File: config.mk
export PLATFORM = sky130hd
export DESIGN_NAME = mrif_top
export DESIGN_NICKNAME = d
export VERILOG_FILES = /design/src/rtl/mrif_pkg.sv /design/src/rtl/mrif_cfg_regs.sv /design/src/rtl/mrif_handler.sv /design/src/rtl/mrif_top.sv /design/src/rtl/msi_credit_queue.sv
export VERILOG_INCLUDE_DIRS = /design/src /design/src/rtl
export SDC_FILE = /design/constraint.sdc
export NUM_CORES = 1
export LEC_CHECK = 0
export BUFFER_PORTS_ARGS = -buffer_cell sky130_fd_sc_hd__buf_4
export CORE_MARGIN = 5
export CORE_UTILIZATION = 30
export DETAILED_ROUTE_END_ITERATION = 6
export PLACE_DENSITY = 0.57
export SLEW_MARGIN = 40
export SYNTH_ARGS = -nofsm -noshare
export SYNTH_HDL_FRONTEND = slang
export SYNTH_SLANG_ARGS = --single-unit
File: constraint.sdc
create_clock -name clk_i -period 11.1 [get_ports clk_i]
set_input_delay 0.555 -clock clk_i [delete_from_list [all_inputs] [get_ports clk_i]]
set_output_delay 0.555 -clock clk_i [all_outputs]
set_load 0.01 [all_outputs]
File: src/rtl/mrif_defines.svh
`ifndef MRIF_DEFINES_SVH
`define MRIF_DEFINES_SVH

// MSI input queue entries
// Also the number of credits the sender starts with
`define MSI_QUEUE_DEPTH 4

// Physical address width on the memory bus
`define PADDR_W 56

// Fixed transaction IDs on the memory bus
// Reads fetch IP and IE, writes carry the IP update and the notice MSI
`define MRIF_RD_ID 4'h4
`define MRIF_WR_ID 4'h3

// Configuration register offsets
// Offset picks the view of the 64-bit write word
`define CFG_MRIF_ADDR 1'b0
`define CFG_NOTICE    1'b1

`endif

File: src/rtl/mrif_pkg.sv
`include "mrif_defines.svh"

package mrif_pkg;

    // Incoming MSI, data word is the interrupt identity
    typedef struct packed {
        logic [31:0] data;
    } msi_req_t;

    // Fault causes reported with a completion
    typedef enum logic [11:0] {
        CAUSE_NONE             = 12'd0,
        MSI_PT_DATA_CORRUPTION = 12'd270
    } cause_e;

    // One completion per handled message
    typedef struct packed {
        logic   aborted;
        logic   error;
        logic   notice_sent;
        cause_e cause;
    } mrif_status_t;

    // MRIF base view of a configuration write
    typedef struct packed {
        logic [16:0] rsvd;
        logic [46:0] addr;
    } cfg_mrif_t;

    // Notice view, NID in the low bits and NPPN above it
    typedef struct packed {
        logic [8:0]  rsvd;
        logic [43:0] ppn;
        logic [10:0] nid;
    } cfg_notice_t;

    // Same 64-bit write word, decoded by register offset
    typedef union packed {
        cfg_mrif_t   mrif;
        cfg_notice_t notice;
    } cfg_data_u;

    // Bus response codes
    typedef enum logic [1:0] {
        RESP_OKAY   = 2'b00,
        RESP_SLVERR = 2'b10
    } resp_e;

    // Reduced memory bus, requester side
    typedef struct packed {
        // AR
        logic                ar_valid;
        logic [`PADDR_W-1:0] ar_addr;
        logic [3:0]          ar_id;
        logic [7:0]          ar_len;
        // AW
        logic                aw_valid;
        logic [`PADDR_W-1:0] aw_addr;
        logic [3:0]          aw_id;
        logic [2:0]          aw_size;
        // W
        logic                w_valid;
        logic [63:0]         w_data;
        logic [7:0]          w_strb;
        logic                w_last;
        // R and B
        logic                r_ready;
        logic                b_ready;
    } mem_req_t;

    // Reduced memory bus, responder side
    typedef struct packed {
        logic        ar_ready;
        logic        aw_ready;
        logic        w_ready;
        logic        r_valid;
        logic [63:0] r_data;
        resp_e       r_resp;
        logic        r_last;
        logic        b_valid;
        resp_e       b_resp;
    } mem_rsp_t;

endpackage

File: src/rtl/mrif_cfg_regs.sv
`timescale 1ns/10ps
`include "mrif_defines.svh"

module mrif_cfg_regs import mrif_pkg::*; (
    input  logic        clk_i,
    input  logic        rst_ni,
    // Register write port
    input  logic        cfg_we_i,
    input  logic        cfg_addr_i,
    input  cfg_data_u   cfg_wdata_i,
    // Values seen by the handler
    output logic [46:0] mrif_addr_o,
    output logic [10:0] notice_nid_o,
    output logic [43:0] notice_ppn_o
);

    // Destination MRIF base, in 512-byte units
    logic [46:0] mrif_addr_q;
    // Notice MSI identity
    logic [10:0] notice_nid_q;
    // Notice MSI page number
    logic [43:0] notice_ppn_q;

    always_ff @(posedge clk_i or negedge rst_ni) begin
        if (!rst_ni) begin
            mrif_addr_q  <= '0;
            notice_nid_q <= '0;
            notice_ppn_q <= '0;
        end else if (cfg_we_i) begin
            // Offset selects the union view
            // Only the addressed register changes
            case (cfg_addr_i)
                `CFG_MRIF_ADDR: begin
                    mrif_addr_q <= cfg_wdata_i.mrif.addr;
                end
                `CFG_NOTICE: begin
                    notice_nid_q <= cfg_wdata_i.notice.nid;
                    notice_ppn_q <= cfg_wdata_i.notice.ppn;
                end
            endcase
        end
    end

    // Visible to the handler the cycle after the write
    assign mrif_addr_o  = mrif_addr_q;
    assign notice_nid_o = notice_nid_q;
    assign notice_ppn_o = notice_ppn_q;

endmodule

File: src/rtl/mrif_handler.sv
`timescale 1ns/10ps
`include "mrif_defines.svh"

module mrif_handler import mrif_pkg::*; (
    input  logic         clk_i,
    input  logic         rst_ni,
    // Message from the queue
    input  logic         msi_valid_i,
    input  msi_req_t     msi_i,
    output logic         msi_ready_o,
    // Per-device configuration
    input  logic [46:0]  mrif_addr_i,
    input  logic [10:0]  notice_nid_i,
    input  logic [43:0]  notice_ppn_i,
    // Memory bus
    output mem_req_t     mem_req_o,
    input  mem_rsp_t     mem_rsp_i,
    // Completion
    output logic         status_valid_o,
    output mrif_status_t status_o
);

    typedef enum logic [2:0] {
        IDLE,
        READ_REQ,
        FETCH,
        WRITE_IP,
        WRITE_NOTICE,
        DRAIN,
        DONE
    } state_e;

    // Phases of one single-beat write
    typedef enum logic [1:0] {
        AW_REQ,
        W_DATA,
        B_RESP
    } wr_state_e;

    state_e       state_q, state_d;
    wr_state_e    wr_q, wr_d;
    mrif_status_t status_q, status_d;

    // Message payload, captured at take
    logic [`PADDR_W-1:0] pptr_q;
    logic [5:0]          bit_idx_q;
    logic [10:0]         nid_q;
    logic [43:0]         ppn_q;
    // IP with the new bit already set, and IE
    logic [63:0]         ip_q;
    logic [63:0]         ie_q;

    logic        take;
    logic        id_ok;
    logic        r_beat;
    logic [63:0] id_mask;

    // One message in flight, new take only from IDLE
    assign msi_ready_o = (state_q == IDLE);
    assign take        = msi_ready_o && msi_valid_i;
    // Identities above 2047 are dropped silently
    assign id_ok       = ~|msi_i.data[31:11];
    // r_ready is held high in FETCH, valid alone completes a beat
    assign r_beat      = (state_q == FETCH) && mem_rsp_i.r_valid;
    assign id_mask     = 64'd1 << bit_idx_q;

    assign status_valid_o = (state_q == DONE);
    assign status_o       = status_q;

    always_comb begin
        state_d  = state_q;
        wr_d     = wr_q;
        status_d = status_q;

        // Bus content fixed per state, only valids and readys switch
        mem_req_o         = '0;
        mem_req_o.ar_addr = pptr_q;
        mem_req_o.ar_id   = `MRIF_RD_ID;
        // Two beats, IP then IE
        mem_req_o.ar_len  = 8'd1;
        mem_req_o.aw_addr = pptr_q;
        mem_req_o.aw_id   = `MRIF_WR_ID;
        mem_req_o.aw_size = 3'b011;
        mem_req_o.w_data  = ip_q;
        mem_req_o.w_strb  = 8'hff;
        mem_req_o.w_last  = 1'b1;
        // Notice MSI, 32 bits at the start of the NPPN page
        if (state_q == WRITE_NOTICE) begin
            mem_req_o.aw_addr = {ppn_q, 12'b0};
            mem_req_o.aw_size = 3'b010;
            mem_req_o.w_data  = {53'b0, nid_q};
            mem_req_o.w_strb  = 8'h0f;
        end

        case (state_q)
            IDLE: begin
                if (take) begin
                    status_d = '0;
                    if (id_ok) begin
                        state_d = READ_REQ;
                    end else begin
                        status_d.aborted = 1'b1;
                        state_d          = DONE;
                    end
                end
            end
            READ_REQ: begin
                mem_req_o.ar_valid = 1'b1;
                if (mem_rsp_i.ar_ready) begin
                    state_d = FETCH;
                end
            end
            FETCH: begin
                mem_req_o.r_ready = 1'b1;
                if (mem_rsp_i.r_valid) begin
                    if (mem_rsp_i.r_resp != RESP_OKAY) begin
                        status_d.error = 1'b1;
                        status_d.cause = MSI_PT_DATA_CORRUPTION;
                        // Rest of the burst still has to be taken
                        state_d = mem_rsp_i.r_last ? DONE : DRAIN;
                    end else if (mem_rsp_i.r_last) begin
                        state_d = WRITE_IP;
                        wr_d    = AW_REQ;
                    end
                end
            end
            WRITE_IP, WRITE_NOTICE: begin
                case (wr_q)
                    AW_REQ: begin
                        mem_req_o.aw_valid = 1'b1;
                        if (mem_rsp_i.aw_ready) begin
                            wr_d = W_DATA;
                        end
                    end
                    W_DATA: begin
                        mem_req_o.w_valid = 1'b1;
                        if (mem_rsp_i.w_ready) begin
                            wr_d = B_RESP;
                        end
                    end
                    B_RESP: begin
                        mem_req_o.b_ready = 1'b1;
                        if (mem_rsp_i.b_valid) begin
                            wr_d = AW_REQ;
                            if (mem_rsp_i.b_resp != RESP_OKAY) begin
                                status_d.error = 1'b1;
                                status_d.cause = MSI_PT_DATA_CORRUPTION;
                                state_d        = DONE;
                            end else if (state_q == WRITE_IP && |(ie_q & id_mask)) begin
                                // Enabled interrupt, notify
                                state_d = WRITE_NOTICE;
                            end else begin
                                status_d.notice_sent = (state_q == WRITE_NOTICE);
                                state_d              = DONE;
                            end
                        end
                    end
                    default: begin
                        wr_d = AW_REQ;
                    end
                endcase
            end
            DRAIN: begin
                mem_req_o.r_ready = 1'b1;
                if (mem_rsp_i.r_valid && mem_rsp_i.r_last) begin
                    state_d = DONE;
                end
            end
            DONE: begin
                state_d = IDLE;
            end
            default: begin
                state_d = IDLE;
            end
        endcase
    end

    always_ff @(posedge clk_i or negedge rst_ni) begin
        if (!rst_ni) begin
            state_q  <= IDLE;
            wr_q     <= AW_REQ;
            status_q <= '0;
        end else begin
            state_q  <= state_d;
            wr_q     <= wr_d;
            status_q <= status_d;
        end
    end

    always_ff @(posedge clk_i) begin
        if (take) begin
            // 16-byte IP/IE pair per 64 identities
            pptr_q    <= {mrif_addr_i, msi_i.data[10:6], 4'b0};
            bit_idx_q <= msi_i.data[5:0];
            nid_q     <= notice_nid_i;
            ppn_q     <= notice_ppn_i;
        end
        // First beat IP, set the pending bit on the way in
        if (r_beat && !mem_rsp_i.r_last) begin
            ip_q <= mem_rsp_i.r_data | id_mask;
        end
        if (r_beat && mem_rsp_i.r_last) begin
            ie_q <= mem_rsp_i.r_data;
        end
    end

endmodule

File: src/rtl/mrif_top.sv
`timescale 1ns/10ps

module mrif_top import mrif_pkg::*; (
    input  logic         clk_i,
    input  logic         rst_ni,
    // Credit-based MSI input
    input  logic         msi_valid_i,
    input  msi_req_t     msi_i,
    output logic         credit_o,
    // Configuration writes
    input  logic         cfg_we_i,
    input  logic         cfg_addr_i,
    input  cfg_data_u    cfg_wdata_i,
    // Memory bus
    output mem_req_t     mem_req_o,
    input  mem_rsp_t     mem_rsp_i,
    // Completion
    output logic         status_valid_o,
    output mrif_status_t status_o
);

    // Queue to handler
    logic        q_valid;
    logic        q_ready;
    msi_req_t    q_msi;

    // Configuration to handler
    logic [46:0] mrif_addr;
    logic [10:0] notice_nid;
    logic [43:0] notice_ppn;

    msi_credit_queue queue_i (
        .clk_i       (clk_i),
        .rst_ni      (rst_ni),
        .msi_valid_i (msi_valid_i),
        .msi_i       (msi_i),
        .credit_o    (credit_o),
        .pop_valid_o (q_valid),
        .pop_msi_o   (q_msi),
        .pop_ready_i (q_ready)
    );

    mrif_cfg_regs cfg_i (
        .clk_i        (clk_i),
        .rst_ni       (rst_ni),
        .cfg_we_i     (cfg_we_i),
        .cfg_addr_i   (cfg_addr_i),
        .cfg_wdata_i  (cfg_wdata_i),
        .mrif_addr_o  (mrif_addr),
        .notice_nid_o (notice_nid),
        .notice_ppn_o (notice_ppn)
    );

    mrif_handler handler_i (
        .clk_i          (clk_i),
        .rst_ni         (rst_ni),
        .msi_valid_i    (q_valid),
        .msi_i          (q_msi),
        .msi_ready_o    (q_ready),
        .mrif_addr_i    (mrif_addr),
        .notice_nid_i   (notice_nid),
        .notice_ppn_i   (notice_ppn),
        .mem_req_o      (mem_req_o),
        .mem_rsp_i      (mem_rsp_i),
        .status_valid_o (status_valid_o),
        .status_o       (status_o)
    );

endmodule

File: src/rtl/msi_credit_queue.sv
`timescale 1ns/10ps
`include "mrif_defines.svh"

module msi_credit_queue import mrif_pkg::*; (
    input  logic     clk_i,
    input  logic     rst_ni,
    // Credit-gated push side
    input  logic     msi_valid_i,
    input  msi_req_t msi_i,
    output logic     credit_o,
    // Handler side
    output logic     pop_valid_o,
    output msi_req_t pop_msi_o,
    input  logic     pop_ready_i
);

    localparam int unsigned DEPTH = `MSI_QUEUE_DEPTH;
    localparam int unsigned PTR_W = (DEPTH > 1) ? $clog2(DEPTH) : 1;
    localparam int unsigned CNT_W = $clog2(DEPTH + 1);

    // Entry storage
    msi_req_t         mem_q [DEPTH];
    logic [PTR_W-1:0] wr_ptr_q;
    logic [PTR_W-1:0] rd_ptr_q;
    // Occupied entries
    logic [CNT_W-1:0] count_q;
    logic             pop;

    // Pointer step with wrap, depth need not be a power of two
    function automatic logic [PTR_W-1:0] ptr_inc(input logic [PTR_W-1:0] ptr);
        return (ptr == PTR_W'(DEPTH - 1)) ? '0 : ptr + 1'b1;
    endfunction

    // Empty queue never presents an entry
    assign pop_valid_o = (count_q != '0);
    assign pop_msi_o   = mem_q[rd_ptr_q];
    assign pop         = pop_valid_o && pop_ready_i;

    always_ff @(posedge clk_i or negedge rst_ni) begin
        if (!rst_ni) begin
            wr_ptr_q <= '0;
            rd_ptr_q <= '0;
            count_q  <= '0;
            credit_o <= 1'b0;
        end else begin
            // Sender holds a credit, so a push always has room
            if (msi_valid_i) begin
                wr_ptr_q <= ptr_inc(wr_ptr_q);
            end
            if (pop) begin
                rd_ptr_q <= ptr_inc(rd_ptr_q);
            end
            case ({msi_valid_i, pop})
                2'b10:   count_q <= count_q + 1'b1;
                2'b01:   count_q <= count_q - 1'b1;
                default: count_q <= count_q;
            endcase
            // One credit back, the cycle after each take
            credit_o <= pop;
        end
    end

    always_ff @(posedge clk_i) begin
        if (msi_valid_i) begin
            mem_q[wr_ptr_q] <= msi_i;
        end
    end

endmodule

==> flow_summary.toml <==
[timing]
max_freq_mhz = 243
fin_crit_sh_pct = 37.1
hold_viol = 0
worst_pin_slew_ns = 0.837
rsz0062_at_grt = "no"
setup-tns-final_ns = 0
max-slew-margin-rel_pct = 44.2
period_minus_slack_ns = 4.12
drv_slew = 0
finClkSkew_ns = 0.0258
setup_viol = 0

[yosys]
synth_cell_types = 63
synthesis.area_mm2 = 0.0192
synth_area_leaders = "edfxtp_1 58%, dfrtp_1 15%, mux2_2 6.0%, nand2_1 3.5%, a21o_1 2.5%"
synth_top_area_share_pct = 57.7
avgSynthCellArea_um2 = 15.5
yosysTopAreaCell = "edfxtp_1"
yosys_warnings = 0
synth_edf_count = 369
syn_inst = 1235
ys_ff_latch = 487
ys.flop_type = "edfxtp_1"
synth-seq-area-share_pct = 73.1
async_flop_share_pct = 24.2

[layout]
seq_area_mm2 = 0.0140
drive_gt1_share_pct = 36.4
multiInputGateArea_mm2 = 0.00465
syn2layout_area_growth_pct = 27.8
final_cell_mix = "370 x buf_4, 369 x edfxtp_1, 178 x nand2_1"
fillers = 5977
nets = 1781
final_util_pct = 38.8
final_common_cell = "buf_4"

[setup_path]
crit_arrival_ns = 3.57
end_kind = "output port"
path_class = "flop to output port"
path_max_fanout = 78
cp.required_ns = 10.55
cp-start-kind = "flop"
crit_start = "handler_i.state_q[2]$_DFFE_PN0P_"
r2r_start = "handler_i.state_q[2]$_DFFE_PN0P_"

[clocking]
cts.sink_count = 487
cts_buffers = 53
cts_resized = 0
tritoncts = "yes"
cts_hold_repair.buffers = 0
clockRootBuffer = "clkbuf_16"
post-cts-setup-buffers = 0
cts_max_level = 2
clockBufferDepth = 3
insertion_delay_ns = 0.60
clk_pin_slew_ns = 0.07

[global_route]
antenna_found_initial = 2
grt_first_pass_wirelength_mm = 76.3
globalRoute.totalOverflow = 0
grt_max_degree = 79
gr-usage-all-layers_pct = 14.1
grt_pass1_vias = 12000

[drt]
final_antenna_net_count = 0
drt-vias-per-instance = 4.51
wl_per_cell_um = 20.5
firstDrtPassIters = 5
drtIter0Drc = 654
vias = 11200
drc = 0
wirelength_mm = 51.0

[die]
dieWidth_um = 263
ios = 401
rows = 92
die_area_mm2 = 0.0691
die_height_um = 263
initial_core_util_pct = 30.4
fp.coreArea_mm2 = 0.0632

[power]
clockPowerShare_pct = 29.3
swShare_pct = 31.8
internal_power_uw = 4260
p_comb_share_pct = 29.0
leakage_uw = 0.00983
p_sw_uw = 1980
power_density_mw_per_mm2 = 255
irDropWorstVdd_uv = 117
seq_power_share_pct = 41.7

[min_path]
hold_class = "primary input to flop"
min_from = "mem_rsp_i[7]"

[place]
place_congestion = 0.796
post-dp-hpwl_mm = 34.6
port_buffers = 352

[flow_run]
drv_cap = 0

[status]
status = "finished, final reports clean"
==> metrics by stage <==
step / total power [uW] / setup WS [ns] / hold slack (ns) / cells / cell area (um^2)
final: 6250 / 6.98 / 0.146 / 2491 / 24500
after CTS: 6350 / 6.76 / 0.0586 / 2489 / 24500
after global placement: 4460 / 7.45 / 0.424 / 2388 / 22600
after floorplan: 3580 / 3.16 / 0.259 / 1272 / 19300
after detailed placement: 4490 / 7.43 / 0.429 / 2389 / 22700
after global routing: 6570 / 6.71 / 0.106 / 2490 / 24500
==> cell families after synthesis <==
kind of cell	Yosys count	share of synthesized area, %
fa+ha+maj	7	0.495
buf+inv	124	3.55
flops	487	73.1
mux	131	8.51
simple gates	360	9.47
xor+xnor	3	0.137
other cells	2	0.0391
compound gates	121	4.68
==> final cells by class <==
| type | count | area share (%) |
|---|---|---|
| antenna | 1 | 0.0102 |
| sequential | 487 | 57.2 |
| multi-input combinational | 661 | 19.0 |
| inverter | 17 | 0.270 |
| timing repair buffer | 379 | 11.8 |
| tap | 846 | 4.32 |
| clock buffer | 72 | 5.99 |
| clock inverter | 28 | 1.45 |
==> per-layer routing <==
layer | global-route usage (%) | wire [um] | vias up
met5 | 0 | 0 | -
met2 | 23.9 | 25100 | 343
li1 | - | - | 5165
met1 | 18.4 | 21700 | 5658
met3 | 3.23 | 2960 | 74
met4 | 3.92 | 1200 | 0
==> Yosys cell counts, types with 3 or more instances <==
| library cell | number |
|---|---|
| edfxtp_1 | 369 |
| nand2_1 | 179 |
| dfrtp_1 | 118 |
| mux2_2 | 102 |
| and2_1 | 66 |
| a21o_1 | 64 |
| buf_4 | 47 |
| clkbuf_1 | 43 |
| nor4_1 | 21 |
| nor2_1 | 19 |
| inv_1 | 15 |
| mux4_2 | 15 |
| buf_2 | 14 |
| nand3_1 | 12 |
| nor3b_1 | 10 |
| a21oi_1 | 9 |
| mux2i_1 | 9 |
| o21ai_0 | 9 |
| and3b_1 | 8 |
| nand4_1 | 7 |
| ha_1 | 6 |
| nand2b_1 | 6 |
| nor3_1 | 6 |
| mux2_1 | 5 |
| nor2b_1 | 5 |
| a31oi_1 | 4 |
| nor4b_1 | 4 |
| o21ai_1 | 4 |
| o22ai_1 | 4 |
| or4_1 | 4 |
| a22oi_1 | 3 |
| buf_6 | 3 |
| nand3b_1 | 3 |
| nor3b_2 | 3 |
==> final timing paths <==
check / end / slack, ns / cells past startpoint
min in group asynchronous: cfg_i.mrif_addr_o[23]$_DFFE_PN0P_ / 0.53 / 2
max in group asynchronous: queue_i.rd_ptr_q[0]$_DFFE_PN0P_ / 9.50 / 3
worst max-delay path: mem_req_o[38] / 6.98 / 7
worst min register to register: handler_i.nid_q[9]$_DFFE_PP_ / 0.43 / 0
worst max register to register: handler_i.state_q[0]$_DFFE_PN0P_ / 7.95 / 9
worst min-delay path: handler_i.ie_q[1]$_DFFE_PP_ / 0.15 / 1
==> worst max-delay path, cell delays in order (launching register included) <==
cell and delay, ns:
dfrtp_1 0.61, inv_2 0.18, nor3_4 0.20, buf_4 0.60
inv_4 0.40, buf_6 0.37, and2_1 0.29, buf_4 0.14
==> power groups by stage <==
stage          registers [uW]  logic, uW  clock network (uW)
4_1_cts                  2610       1860                1880
2_1_floorplan            2590        991                   0
6_report                 2600       1810                1830
3_5_place_dp             2640       1850                   0
3_3_place_gp             2630       1830                   0
5_1_grt                  2640       1970                1950
==> state kept, by name, indices dropped and copies added, names as in the netlist, 2 cells and up <==
| register | cells |
|---|---|
| handler_i.ip_q | 64 |
| handler_i.state_q | 3 |
| handler_i.wr_q | 2 |
| cfg_i.notice_ppn_o | 44 |
| queue_i.count_q | 3 |
| queue_i.rd_ptr_q | 2 |
| handler_i.nid_q | 11 |
| cfg_i.notice_nid_o | 11 |
| handler_i.bit_idx_q | 6 |
| handler_i.pptr_q | 52 |
| handler_i.ie_q | 64 |
| handler_i.status_o | 3 |
| queue_i.mem_q | 128 |
| queue_i.wr_ptr_q | 2 |
| handler_i.ppn_q | 44 |
| cfg_i.mrif_addr_o | 47 |
Note: power is estimated with default switching activity, not from simulation.
